### config.mk
export PLATFORM = sky130hd
export DESIGN_NAME = msg_concentrator
export DESIGN_NICKNAME = d
export VERILOG_FILES = /design/src/arb_pkg.sv /design/src/rr_arbiter_tree.sv /design/src/chan_queue.sv /design/src/arb_cfg_regs.sv /design/src/msg_concentrator.sv
export VERILOG_INCLUDE_DIRS = /design/src
export SDC_FILE = /design/constraint.sdc
export NUM_CORES = 1
export LEC_CHECK = 0
export ABC_AREA = 1
export BUFFER_PORTS_ARGS = -buffer_cell sky130_fd_sc_hd__buf_2
export CORE_ASPECT_RATIO = 0.75
export CORE_UTILIZATION = 60
export DETAILED_ROUTE_END_ITERATION = 8
export PLACE_DENSITY = 0.8
export SKIP_CTS_REPAIR_TIMING = 1
export SLEW_MARGIN = 20
export SYNTH_ARGS = -nofsm -noshare
export SYNTH_HDL_FRONTEND = slang
export SYNTH_SLANG_ARGS = --single-unit
export TNS_END_PERCENT = 20
### constraint.sdc
create_clock -name clk_i -period 3.5 [get_ports clk_i]
set_input_delay 0.35 -clock clk_i [delete_from_list [all_inputs] [get_ports clk_i]]
set_output_delay 0.35 -clock clk_i [all_outputs]
set_load 0.01 [all_outputs]
### src/arb_defs.svh
// shared sizing macros for the message concentrator
// channel count, message width, queue depth, counter and address widths

`ifndef ARB_DEFS_SVH
`define ARB_DEFS_SVH

// number of input channels, sizes request and grant vectors
`define ARB_N 4

// width of one message word
`define ARB_DW 16

// entries in each channel queue
`define ARB_QDEPTH 4

// grant counter width, counters wrap at the top
`define ARB_CNTW 16

// register address width of the config port
`define ARB_ADDRW 3

`endif

### src/arb_pkg.sv
// package for the message concentrator
// register address map and derived channel index width

`default_nettype none

`include "arb_defs.svh"

package arb_pkg;

  // bits needed to name one channel
  localparam int IdxW = (`ARB_N > 1) ? $clog2(`ARB_N) : 1;

  // config register addresses, anything not listed reads as zero
  typedef enum logic [`ARB_ADDRW-1:0] {
    ARB_REG_ENABLE = 3'd0,
    ARB_REG_CNT0   = 3'd1,
    ARB_REG_CNT1   = 3'd2,
    ARB_REG_CNT2   = 3'd3,
    ARB_REG_CNT3   = 3'd4
  } arb_reg_e;

endpackage

`default_nettype wire

### src/rr_arbiter_tree.sv
// round-robin N to 1 arbiter built as a binary tree
// data is muxed at every node alongside the request
// registered prefix mask gives the rotating priority

`timescale 1ns/100ps
`default_nettype none

`include "arb_defs.svh"

module rr_arbiter_tree #(
  parameter int N  = `ARB_N,
  parameter int DW = `ARB_DW
) (
  input  wire                       clk_i,
  input  wire                       rst_ni,
  input  wire  [N-1:0]              req_i,
  input  wire  [DW-1:0]             data_i [N],
  output logic [N-1:0]              gnt_o,
  output logic [arb_pkg::IdxW-1:0]  idx_o,
  output logic                      valid_o,
  output logic [DW-1:0]             data_o,
  input  wire                       ready_i
);

  if (N == 1) begin : gen_bypass

    // a single requester needs no arbitration at all
    assign valid_o  = req_i[0];
    assign data_o   = data_i[0];
    assign gnt_o[0] = req_i[0] & ready_i;
    assign idx_o    = '0;

  end else begin : gen_tree_arb

    // tree depth, leaves sit on the last level
    localparam int Lvls  = $clog2(N);
    // a full binary tree over 2**Lvls leaves
    localparam int Nodes = 2**(Lvls+1) - 1;

    logic [Nodes-1:0]                     req_tree;
    logic [Nodes-1:0]                     prio_tree;
    logic [Nodes-1:0]                     sel_tree;
    logic [Nodes-1:0]                     mask_tree;
    logic [Nodes-1:0][arb_pkg::IdxW-1:0]  idx_tree;
    logic [Nodes-1:0][DW-1:0]             data_tree;
    logic [N-1:0]                         prio_mask_d;
    logic [N-1:0]                         prio_mask_q;

    for (genvar lvl = 0; lvl <= Lvls; lvl++) begin : gen_level
      // first node index on this level and on the level of its children
      localparam int Base0 = (2**lvl) - 1;
      localparam int Base1 = (2**(lvl+1)) - 1;

      for (genvar ofs = 0; ofs < 2**lvl; ofs++) begin : gen_node
        localparam int Pa = Base0 + ofs;
        localparam int C0 = Base1 + 2*ofs;
        localparam int C1 = Base1 + 2*ofs + 1;

        if (lvl == Lvls) begin : gen_leaf
          if (ofs < N) begin : gen_used
            // every request takes part in the plain tree
            assign req_tree[Pa]  = req_i[ofs];
            // high priority only above the last winner
            assign prio_tree[Pa] = req_i[ofs] & prio_mask_q[ofs];
            assign idx_tree[Pa]  = arb_pkg::IdxW'(ofs);
            assign data_tree[Pa] = data_i[ofs];

            // the one-hot select comes back from the root
            assign gnt_o[ofs] = req_i[ofs] & sel_tree[Pa] & ready_i;

            // when stalled the winner is kept in the mask so it wins again
            assign prio_mask_d[ofs] = (|req_i) ?
                                      (mask_tree[Pa] | (sel_tree[Pa] & ~ready_i)) :
                                      prio_mask_q[ofs];
          end else begin : gen_pad
            // padding leaves never request
            assign req_tree[Pa]  = 1'b0;
            assign prio_tree[Pa] = 1'b0;
            assign idx_tree[Pa]  = '0;
            assign data_tree[Pa] = '0;
          end
        end else begin : gen_inner
          logic sel;

          // take the right child if the left is idle, or only the right has priority
          assign sel = ~req_tree[C0] | (~prio_tree[C0] & prio_tree[C1]);

          assign req_tree[Pa]  = req_tree[C0] | req_tree[C1];
          assign prio_tree[Pa] = prio_tree[C0] | prio_tree[C1];
          assign idx_tree[Pa]  = sel ? idx_tree[C1] : idx_tree[C0];
          assign data_tree[Pa] = sel ? data_tree[C1] : data_tree[C0];

          // push the select down to exactly one leaf
          assign sel_tree[C0] = sel_tree[Pa] & ~sel;
          assign sel_tree[C1] = sel_tree[Pa] & sel;
          // everything right of the selected leaf gets its mask bit set
          assign mask_tree[C0] = mask_tree[Pa];
          assign mask_tree[C1] = mask_tree[Pa] | sel_tree[C0];
        end
      end
    end

    ////////////////////
    // root and mask
    ////////////////////

    assign valid_o = req_tree[0];
    assign idx_o   = idx_tree[0];
    assign data_o  = data_tree[0];

    // the root always selects, the prefix sum starts from zero
    assign sel_tree[0]  = 1'b1;
    assign mask_tree[0] = 1'b0;

    // mask of zero after reset lets the lowest index win first
    always_ff @(posedge clk_i or negedge rst_ni) begin
      if (!rst_ni) begin
        prio_mask_q <= '0;
      end else begin
        prio_mask_q <= prio_mask_d;
      end
    end

  end

endmodule

`default_nettype wire

### src/chan_queue.sv
// per-channel message queue
// circular buffer with a count, requests while non-empty and enabled

`timescale 1ns/100ps
`default_nettype none

`include "arb_defs.svh"

module chan_queue #(
  parameter int DW    = `ARB_DW,
  parameter int DEPTH = `ARB_QDEPTH
) (
  input  wire           clk_i,
  input  wire           rst_ni,
  input  wire           push_i,
  input  wire  [DW-1:0] push_data_i,
  output logic          full_o,
  input  wire           en_i,
  output logic          req_o,
  output logic [DW-1:0] head_o,
  input  wire           pop_i
);

  localparam int PtrW = (DEPTH > 1) ? $clog2(DEPTH) : 1;
  localparam int CntW = $clog2(DEPTH + 1);

  logic [DW-1:0]   mem [DEPTH];
  logic [PtrW-1:0] wr_ptr_q;
  logic [PtrW-1:0] rd_ptr_q;
  logic [CntW-1:0] count_q;
  logic            empty;
  logic            do_push;
  logic            do_pop;

  assign empty  = (count_q == '0);
  assign full_o = (count_q == CntW'(DEPTH));

  // a disabled channel keeps its words but stops asking
  assign req_o  = ~empty & en_i;
  assign head_o = mem[rd_ptr_q];

  // the grant only comes with a request, the empty check is a guard
  assign do_pop  = pop_i & ~empty;
  // a full queue still takes a word when the head leaves on the same edge
  assign do_push = push_i & (~full_o | do_pop);

  // storage has no reset, only words below the count are ever read
  always_ff @(posedge clk_i) begin
    if (do_push) begin
      mem[wr_ptr_q] <= push_data_i;
    end
  end

  always_ff @(posedge clk_i or negedge rst_ni) begin
    if (!rst_ni) begin
      wr_ptr_q <= '0;
      rd_ptr_q <= '0;
      count_q  <= '0;
    end else begin
      if (do_push) begin
        wr_ptr_q <= (wr_ptr_q == PtrW'(DEPTH - 1)) ? '0 : wr_ptr_q + 1'b1;
      end
      if (do_pop) begin
        rd_ptr_q <= (rd_ptr_q == PtrW'(DEPTH - 1)) ? '0 : rd_ptr_q + 1'b1;
      end
      // push and pop together leave the count unchanged
      if (do_push && !do_pop) begin
        count_q <= count_q + 1'b1;
      end else if (do_pop && !do_push) begin
        count_q <= count_q - 1'b1;
      end
    end
  end

endmodule

`default_nettype wire

### src/arb_cfg_regs.sv
// config registers beside the arbiter
// channel enable mask and one wrapping grant counter per channel

`timescale 1ns/100ps
`default_nettype none

`include "arb_defs.svh"

module arb_cfg_regs (
  input  wire                   clk_i,
  input  wire                   rst_ni,
  input  wire                   cfg_we_i,
  input  wire  [`ARB_ADDRW-1:0] cfg_addr_i,
  input  wire  [`ARB_CNTW-1:0]  cfg_wdata_i,
  output logic [`ARB_CNTW-1:0]  cfg_rdata_o,
  input  wire  [`ARB_N-1:0]     gnt_i,
  output logic [`ARB_N-1:0]     chan_en_o
);

  logic [`ARB_N-1:0]    en_q;
  logic [`ARB_CNTW-1:0] cnt_q [`ARB_N];
  logic                 en_we;

  assign en_we = cfg_we_i & (cfg_addr_i == arb_pkg::ARB_REG_ENABLE);

  ////////////////////
  // enable mask
  ////////////////////

  // all channels come out of reset enabled
  always_ff @(posedge clk_i or negedge rst_ni) begin
    if (!rst_ni) begin
      en_q <= '1;
    end else if (en_we) begin
      en_q <= cfg_wdata_i[`ARB_N-1:0];
    end
  end

  assign chan_en_o = en_q;

  ////////////////////
  // grant counters
  ////////////////////

  for (genvar i = 0; i < `ARB_N; i++) begin : gen_cnt
    // counter i lives at the address after the one before it
    localparam logic [`ARB_ADDRW-1:0] CntAddr =
      `ARB_ADDRW'(int'(arb_pkg::ARB_REG_CNT0) + i);

    logic clr;

    // the written value is ignored, any write just clears
    assign clr = cfg_we_i & (cfg_addr_i == CntAddr);

    always_ff @(posedge clk_i or negedge rst_ni) begin
      if (!rst_ni) begin
        cnt_q[i] <= '0;
      end else if (clr) begin
        // clearing wins over a grant on the same edge
        cnt_q[i] <= '0;
      end else if (gnt_i[i]) begin
        cnt_q[i] <= cnt_q[i] + 1'b1;
      end
    end
  end

  // read data is purely combinational from the address
  always_comb begin
    cfg_rdata_o = '0;
    case (arb_pkg::arb_reg_e'(cfg_addr_i))
      arb_pkg::ARB_REG_ENABLE: cfg_rdata_o = `ARB_CNTW'(en_q);
      arb_pkg::ARB_REG_CNT0:   cfg_rdata_o = cnt_q[0];
      arb_pkg::ARB_REG_CNT1:   cfg_rdata_o = cnt_q[1];
      arb_pkg::ARB_REG_CNT2:   cfg_rdata_o = cnt_q[2];
      arb_pkg::ARB_REG_CNT3:   cfg_rdata_o = cnt_q[3];
      default:                 cfg_rdata_o = '0;
    endcase
  end

endmodule

`default_nettype wire

### src/msg_concentrator.sv
// top level of the four-channel message concentrator
// channel queues feed the tree arbiter, the register block steers it

`timescale 1ns/100ps
`default_nettype none

`include "arb_defs.svh"

module msg_concentrator (
  input  wire                      clk_i,
  input  wire                      rst_ni,
  input  wire  [`ARB_N-1:0]        push_i,
  input  wire  [`ARB_DW-1:0]       push_data_i [`ARB_N],
  output logic [`ARB_N-1:0]        full_o,
  input  wire                      cfg_we_i,
  input  wire  [`ARB_ADDRW-1:0]    cfg_addr_i,
  input  wire  [`ARB_CNTW-1:0]     cfg_wdata_i,
  output logic [`ARB_CNTW-1:0]     cfg_rdata_o,
  output logic                     valid_o,
  output logic [`ARB_DW-1:0]       data_o,
  output logic [arb_pkg::IdxW-1:0] chan_o,
  input  wire                      ready_i
);

  logic [`ARB_N-1:0]  req;
  logic [`ARB_N-1:0]  gnt;
  logic [`ARB_N-1:0]  chan_en;
  logic [`ARB_DW-1:0] head [`ARB_N];

  // one queue per channel, each popped by its own grant bit
  for (genvar i = 0; i < `ARB_N; i++) begin : gen_queue
    chan_queue #(
      .DW    (`ARB_DW),
      .DEPTH (`ARB_QDEPTH)
    ) u_queue (
      .clk_i       (clk_i),
      .rst_ni      (rst_ni),
      .push_i      (push_i[i]),
      .push_data_i (push_data_i[i]),
      .full_o      (full_o[i]),
      .en_i        (chan_en[i]),
      .req_o       (req[i]),
      .head_o      (head[i]),
      .pop_i       (gnt[i])
    );
  end

  // the winner index goes straight out as the channel tag
  rr_arbiter_tree #(
    .N  (`ARB_N),
    .DW (`ARB_DW)
  ) u_arb (
    .clk_i   (clk_i),
    .rst_ni  (rst_ni),
    .req_i   (req),
    .data_i  (head),
    .gnt_o   (gnt),
    .idx_o   (chan_o),
    .valid_o (valid_o),
    .data_o  (data_o),
    .ready_i (ready_i)
  );

  arb_cfg_regs u_regs (
    .clk_i       (clk_i),
    .rst_ni      (rst_ni),
    .cfg_we_i    (cfg_we_i),
    .cfg_addr_i  (cfg_addr_i),
    .cfg_wdata_i (cfg_wdata_i),
    .cfg_rdata_o (cfg_rdata_o),
    .gnt_i       (gnt),
    .chan_en_o   (chan_en)
  );

endmodule

`default_nettype wire

==> results of run 1 <==
-- kinds of logic after synthesis --
logic type / Yosys count
AOI/OAI and AO/OA: 224
xor gates and xnor gates: 48
adders and majority gates: 32
buffers and inverters: 193
DFF: 356
muxes: 9
and+or+nand+nor: 673
-- routing by layer --
metal / part of all wire [%] / track usage (%) / up-vias
li1: - / - / 5664
met1: 43 / 43.1 / 5873
met2: 45 / 41.8 / 626
met3: 9.9 / 5.25 / 81
met4: 2.6 / 7.66 / 0
met5: 0 / 0 / -
-- through the flow --
step	hold slack (ns)	area, µm²	power (mW)	worst slack, ns	utilization (%)
2_1_floorplan	0.0544	16400	9.90	1.02	-
3_3_place_gp	0.502	17300	11.5	0.515	64.4
3_5_place_dp	0.507	17300	11.8	0.396	64.4
4_1_cts	-0.0304	18600	15.8	0.346	68.9
5_1_grt	0.0312	18600	16.7	0.130	69.0
6_report	0.0377	18600	15.9	0.420	69.0
-- flip-flops by register name, summed over array words and instances (netlist names) --
signal,cells
gen_queue.u_queue.mem,256
u_regs.cnt_q,64
gen_queue.u_queue.count_q,12
gen_queue.u_queue.rd_ptr_q,8
gen_queue.u_queue.wr_ptr_q,8
u_arb.gen_tree_arb.prio_mask_q,4
u_regs.chan_en_o,4
-- power groups by stage --
stage | combinational, mW | sequential [mW] | clock, mW
finish | 5.36 | 6.53 | 3.97
global route | 5.85 | 6.64 | 4.18
CTS | 5.26 | 6.49 | 4.01
detailed placement | 5.20 | 6.56 | 0
global placement | 5.00 | 6.50 | 0
floorplan | 3.72 | 6.18 | 0
-- cells in the mapped netlist, types with 4 or more instances --
library cell / instances
nor3_1: 28
inv_1: 106
buf_2: 12
mux2_2: 8
xor2_1: 38
xnor2_1: 10
nand2_1: 190
nor4_1: 4
nand4_2: 4
dfstp_2: 4
edfxtp_1: 256
o21ai_0: 103
dfrtp_1: 96
a221o_1: 10
buf_1: 9
ha_1: 28
nor2_1: 262
buf_4: 8
nand3_1: 114
nand4_1: 39
o21ai_1: 8
o32ai_1: 63
fa_1: 4
nand2_2: 7
nand3b_1: 10
clkbuf_1: 42
inv_2: 9
o22ai_1: 16
a21oi_1: 10
a221oi_1: 4
-- path summary, 6_finish.rpt --
kind                                                      start                          endpoint  slack [ns]  depth (start not counted)
worst max-delay path            gen_queue[1].u_queue.count_q[0]   gen_queue[3].u_queue.count_q[2]        0.42                         18
worst min-delay path                            push_data_i[26]   gen_queue[2].u_queue.mem[2][10]        0.04                          1
worst max register to register  gen_queue[1].u_queue.count_q[0]   gen_queue[3].u_queue.count_q[2]        0.42                         18
worst min register to register                 u_regs.cnt_q[63]                  u_regs.cnt_q[63]        0.53                          2
max in group asynchronous                                rst_ni  gen_queue[3].u_queue.wr_ptr_q[0]        2.23                          3
min in group asynchronous                                rst_ni                  u_regs.cnt_q[41]        0.47                          2
-- layout make-up --
type	instances	area, µm²
clock inverters	14	240
diodes	6	15.0
multi-input cells	986	5430
clock buffers	51	977
repair buffers	151	846
fillers	1880	8350
inverters	117	442
flip-flops and latches	356	10200
well taps	351	439
-- critical path, cell delays in order (launching register included) --
cell and delay [ns]:
dfrtp_1 0.44, nor2_1 0.13, nand2_1 0.14, nand3_1 0.10
nand2_1 0.06, inv_2 0.05, nand2_2 0.06, nand2_4 0.32
nand4_2 0.28, nand2_1 0.18, nand2_1 0.16, inv_1 0.09
ha_1 0.14, inv_1 0.07, fa_1 0.38, nor2_1 0.12
nor2_1 0.05, nand2_1 0.07, xor2_1 0.15
==> impl_metrics.yaml, run 1 <==
synth:
  yosys.area.top_type: "edfxtp_1"
  ys_ff_latch: 356
  ys_top_cells_by_area: "edfxtp_1, dfrtp_1, nor2_1, nand2_1, nand3_1"
  synthMuxAreaShare_pct: 0.609
  ys_seq_area_share_pct: 62.0
  yosys.area_share.adder_pct: 2.62
  syn-cell-area_mm2: 0.0164
  synth_flop_cell: "edfxtp_1"
  synthesis.instances: 1535
  synth_top_cell_area_share_pct: 46.8
  syn_nets: 1658
  yosysUniqueCellTypes: 50
  synthXorXnorAreaFrac_pct: 2.56
  synth.avg_cell_area_um2: 10.7
  synth-compound-area-share_pct: 8.99
  synth_enable_flop_cells: 256
  synth-async-reset-ratio_pct: 28.1
  synth_top_family_by_area: "simple AND/OR/NAND/NOR gates"
  ys.warnings.count: 0
  synthSimpleGateAreaFrac_pct: 18.3
sta:
  fin_tns_setup_ns: 0
  fin_crit_sh_pct: 88.0
  hold_viol: 0
  relSlewSlack_pct: 31.6
  fmax_mhz: 325
  finalMaxSlewViolations: 0
  skew_ns: 0.0260
  rsz0062_at_grt: "false"
  worst_pin_slew_ns: 1.03
  setup_viol: 0
  min_period_ns: 3.08
outcome:
  status: "complete, but fails checks"
  failed_checks: "design-rule violations"
final_layout:
  finalNetCount: 1771
  layout_commonest_cell: "nor2_1"
  areaGrowthSynthToFinish_pct: 13.1
  stdcell_count: 2032
  drive_gt1_share_pct: 15.0
  most-common-layout-cells: "nor2_1, edfxtp_1, nand2_1"
drt:
  vias: 12200
  wl_per_cell_um: 19.4
  viasPerCell: 6.03
  first_pass_iters: 9
  dr.first_iter.drc_count: 1246
  drc: 14
  antenna_left: 0
  wl_um: 39500
grt:
  grt_pass1_vias: 11400
  grt_pass1_wl_um: 60800
  grt_use_total_pct: 28.2
  overflow: 0
  antenna_found_initial: 5
  grt_max_degree: 65
clocking:
  clockBufferDepth: 3
  cts_tree: "built"
  cts.sinks: 356
  path_clk_slew_ns: 0.06
  numCtsBuffers: 36
  cts_max_level: 2
  clock_latency_ns: 0.52
  root_buffer: "clkbuf_16"
power_and_ir_drop:
  clkPwrFrac_pct: 25.0
  netSwitchingFraction_pct: 38.2
  power_frac_comb_pct: 33.8
  leakage_nw: 7.25
  ir_drop_uv: 506
  p_per_area_mw_per_mm2: 853
  power_switching_mw: 6.05
  p_int_mw: 9.81
  seq_power_share_pct: 41.2
floorplan:
  core_mm2: 0.0269
  ios: 130
  rows: 52
  die_height_um: 145
  die_w_um: 193
  die_area_mm2: 0.0281
  start_util_pct: 61.0
setup_path:
  arrival_ns: 3.50
  critPathMaxFanout: 39
  cp-start-kind: "flop"
  crit_required_ns: 3.92
  path_class: "flop to flop"
  cp-end-kind: "flop"
placed_design:
  io_buffer_count: 117
  gp_congestion: 0.963
  dp_cells: 1959
  dp_hpwl_um: 26700
run:
  cap_violations: 0
worst_hold_path:
  holdCritPathClass: "input pin to flop"
Power figures use the tool's default switching activity.
==> inputs of run 2 (changes only) <==
Settings changed: CORE_ASPECT_RATIO 0.75 to not set, CORE_UTILIZATION 60 to 50, PLACE_DENSITY 0.8 to 0.68.
==> impl_metrics.yaml, run 2 (synthesis results as in run 1) <==
outcome:
  status: "complete, no violations"
power_and_ir_drop:
  power_frac_comb_pct: 34.0
  netSwitchingFraction_pct: 38.1
  p_per_area_mw_per_mm2: 824
  leakage_nw: 7.24
  ir_drop_uv: 472
  clkPwrFrac_pct: 24.1
  power_switching_mw: 5.86
  p_int_mw: 9.51
  seq_power_share_pct: 41.9
sta:
  setup_viol: 0
  hold_viol: 0
  skew_ns: 0.0272
  fmax_mhz: 322
  relSlewSlack_pct: 29.7
  min_period_ns: 3.10
  finalMaxSlewViolations: 0
  hold_slack_ns: 0.0214
  fin_crit_sh_pct: 88.7
  rsz0062_at_grt: "false"
  fin_tns_setup_ns: 0
  worst_pin_slew_ns: 1.05
final_layout:
  layout_commonest_cell: "nor2_1"
  top_regs: "gen_queue.u_queue.mem x256, u_regs.cnt_q x64, gen_queue.u_queue.count_q x12"
  most-common-layout-cells: "nor2_1, edfxtp_1, nand2_1"
  final_cell_area_mm2: 0.0187
  finalNetCount: 1775
  top_register: "gen_queue.u_queue.mem"
  areaGrowthSynthToFinish_pct: 13.5
  drive_gt1_share_pct: 15.2
  largest_reg_flops: 256
setup_path:
  r2r_start: "gen_queue[3].u_queue.count_q[0]"
  cp-end-kind: "output pin"
  arrival_ns: 2.75
  critPathLaunch: "gen_queue[0].u_queue.count_q[0]"
  crit_required_ns: 3.15
  cp-start-kind: "flop"
  path_class: "flop to output pin"
  critPathMaxFanout: 17
drt:
  wl_um: 38300
  first_pass_iters: 7
  antenna_left: 0
  viasPerCell: 5.56
  wl_per_cell_um: 18.0
  vias: 11800
  drc: 0
  dr.first_iter.drc_count: 1016
grt:
  antenna_found_initial: 5
  grt_pass1_wl_um: 60500
  overflow: 0
  grt_max_degree: 101
  grt_pass1_vias: 11200
  grt_use_total_pct: 23.3
run:
  cap_violations: 0
clocking:
  cts_max_level: 2
  cts.sinks: 356
  path_clk_slew_ns: 0.06
  numCtsBuffers: 38
  clockBufferDepth: 3
  cts_tree: "built"
  clock_latency_ns: 0.54
  root_buffer: "clkbuf_16"
floorplan:
  die_w_um: 183
  die_area_mm2: 0.0336
  rows: 66
  die_height_um: 183
  start_util_pct: 50.6
  ios: 130
  core_mm2: 0.0325
worst_hold_path:
  hold_start: "push_data_i[35]"
  holdCritPathClass: "input pin to flop"
placed_design:
  dp_hpwl_um: 25800
  io_buffer_count: 117
  place_area_mm2: 0.0175
  gp_congestion: 0.904
run 2: worst max-delay path: stages, from the launching register on:
cell and delay (ns):
dfrtp_1 0.43, nor2_1 0.12, nand2_1 0.09, nand2_1 0.08
inv_1 0.04, nand2_1 0.07, inv_2 0.06, nand2_1 0.15
clkinv_1 0.48, a21oi_1 0.49, buf_2 0.21
run 2: cell type report:
cell class / count / area (µm²)
Sequential cell: 356 / 10200
Inverter: 117 / 442
Multi-Input combinational cell: 986 / 5430
Timing Repair Buffer: 153 / 873
Fill cell: 2756 / 13800
Antenna cell: 2 / 5.00
Tap cell: 442 / 553
Clock inverter: 19 / 113
Clock buffer: 51 / 1040
run 2: final timing paths:
check,endpoint,slack [ns],cells after the start
min in group asynchronous,u_regs.cnt_q[27],0.41,3
hold reg to reg,u_regs.cnt_q[63],0.53,2
max in group asynchronous,gen_queue[0].u_queue.rd_ptr_q[0],2.63,3
hold / removal,gen_queue[1].u_queue.mem[0][3],0.02,1
setup / recovery,chan_o[0],0.40,10
setup reg to reg,gen_queue[2].u_queue.count_q[2],0.68,18
run 2: power groups by stage:
stage               sequential (mW)  clock [mW]  combinational [mW]
finish                         6.45        3.71                5.22
global route                   6.58        3.94                5.84
CTS                            6.44        3.78                5.25
detailed placement             6.50           0                5.23
global placement               6.48           0                5.12
floorplan                      6.18           0                3.72
run 2: metal layers:
layer | global-route usage [%] | wire, µm
met5 | 0 | 45
met1 | 32.2 | 16900
met2 | 37.1 | 18000
met3 | 4.61 | 2380
met4 | 7.63 | 993
run 2: stage by stage:
stage	worst slack, ns	std cells	power [mW]	utilization [%]
floorplan	1.02	1535	9.90	-
global placement	0.738	2053	11.6	53.9
detailed placement	0.683	2053	11.7	53.9
CTS	0.359	2123	15.5	57.4
global route	0.245	2124	16.4	57.5
finish	0.395	2126	15.4	57.5
==> inputs of run 3 (changes only) <==
Settings changed: REMOVE_ABC_BUFFERS set to 1.
==> impl_metrics.yaml, run 3 (synthesis results as in run 1) <==
outcome:
  status: "complete, but fails checks"
  failed_checks: "negative hold slack"
power_and_ir_drop:
  p_per_area_mw_per_mm2: 843
  p_total_mw: 15.8
  leakage_nw: 7.27
  ir_drop_uv: 465
setup_path:
  cp-start-kind: "flop"
  crit_chain: "inv_1, buf_4, nor2_1, o32ai_1, nand2_1, nand4_1, buf_2"
  crit_required_ns: 3.15
  path_class: "flop to output pin"
  slowest_delay_ns: 0.50
  slowest_stage: "inv_1"
  path_buf_inv: 3
  critPathMaxFanout: 22
  cpLargestDelayFamily: "buffers and inverters"
  arrival_ns: 2.69
  cp-end-kind: "output pin"
grt:
  grt_use_total_pct: 23.6
  overflow: 0
  grt_pass1_wl_um: 60800
  antenna_found_initial: 4
  grt_pass1_vias: 11000
  grt_max_degree: 64
sta:
  min_period_ns: 3.04
  finalMaxSlewViolations: 0
  rsz0062_at_grt: "false"
  layout_setup_ws_ns: 0.460
  fin_crit_sh_pct: 86.9
  relSlewSlack_pct: 32.3
  skew_ns: 0.0181
  setup_viol: 0
  fmax_mhz: 329
  fin_tns_setup_ns: 0
  worst_pin_slew_ns: 1.02
  hold_slack_ns: -0.0699
  hold_viol: 62
run:
  cap_violations: 0
drt:
  antenna_left: 0
  wl_um: 39200
  first_pass_iters: 6
  viasPerCell: 5.55
  dr.first_iter.drc_count: 894
  vias: 11800
  drc: 0
  wl_per_cell_um: 18.5
clocking:
  clock_latency_ns: 0.53
  cts_tree: "built"
  root_buffer: "clkbuf_16"
  cts.sinks: 356
  numCtsBuffers: 38
  path_clk_slew_ns: 0.06
  clockBufferDepth: 3
  cts_max_level: 2
final_layout:
  stdcell_count: 2123
  most-common-layout-cells: "nor2_1, edfxtp_1, nand2_1"
  finalNetCount: 1774
  drive_gt1_share_pct: 15.5
  layout_commonest_cell: "nor2_1"
  largest_reg_flops: 256
  areaGrowthSynthToFinish_pct: 14.2
  fill_cells: 2737
  top_register: "gen_queue.u_queue.mem"
  top_regs: "gen_queue.u_queue.mem x256, u_regs.cnt_q x64, gen_queue.u_queue.count_q x12"
floorplan:
  die_w_um: 183
  start_util_pct: 50.6
  rows: 66
  die_area_mm2: 0.0336
  core_mm2: 0.0325
  die_height_um: 183
  ios: 130
placed_design:
  gp_congestion: 0.888
  io_buffer_count: 117
  place_ws_ns: 0.748
  dp_cells: 2053
  dp_hpwl_um: 26300
worst_hold_path:
  holdCritPathClass: "input pin to async pin"
-- run 3: final cells by class --
cell class	instances	area, µm²	share of cell area (%)
Clock buffer	44	973	5.19
Inverter	117	442	2.35
Timing Repair Buffer	152	863	4.60
Clock inverter	24	295	1.57
Antenna cell	2	5.00	0.0267
Tap cell	442	553	2.95
Multi-Input combinational cell	986	5430	29.0
Sequential cell	356	10200	54.4
-- run 3: metal layers --
| metal | vias to the layer above | routed length (µm) | track usage [%] |
|---|---|---|---|
| met2 | 375 | 17900 | 36.7 |
| li1 | 5663 | - | - |
| met5 | - | 21 | 0 |
| met1 | 5683 | 17600 | 33.8 |
| met3 | 62 | 2820 | 4.61 |
| met4 | 4 | 886 | 6.33 |
-- run 3: worst paths after layout --
check,start,endpoint,slack [ns],cells after the start
max,gen_queue[0].u_queue.rd_ptr_q[0],data_o[11],0.46,7
min,rst_ni,u_regs.cnt_q[35],-0.07,1
max reg2reg,u_regs.chan_en_o[2],gen_queue[2].u_queue.count_q[2],0.73,14
min reg2reg,u_arb.gen_tree_arb.prio_mask_q[1],u_arb.gen_tree_arb.prio_mask_q[1],0.54,2
max in group asynchronous,rst_ni,u_regs.chan_en_o[3],2.81,2
min in group clk_i,push_data_i[9],gen_queue[3].u_queue.mem[1][9],0.04,1
-- run 3: worst register-to-register path: cells and delay by family (launching register included) --
kind	cells	cell delay (ns)
compound gates	1	0.25
buf+inv	3	0.44
xor+xnor	1	0.14
simple gates	7	0.75
fa+ha+maj	2	0.52
flops	1	0.58
-- run 3: through the flow --
step / hold slack, ns / util [%] / area, µm²
after global routing: 0.00807 / 57.8 / 18800
after detailed placement: 0.517 / 53.9 / 17500
after global placement: 0.509 / 53.9 / 17500
final: -0.0699 / 57.8 / 18800
after floorplan: 0.0544 / - / 16100
after CTS: -0.0323 / 57.8 / 18800
-- run 3: report_power, final --
group | switching (mW) | total, mW | internal (mW) | leakage [nW]
registers | 0.824 | 6.46 | 5.64 | 3.64
clock network | 1.61 | 4.06 | 2.45 | 0.606
logic | 3.52 | 5.30 | 1.78 | 3.03
total | 5.96 | 15.8 | 9.86 | 7.27
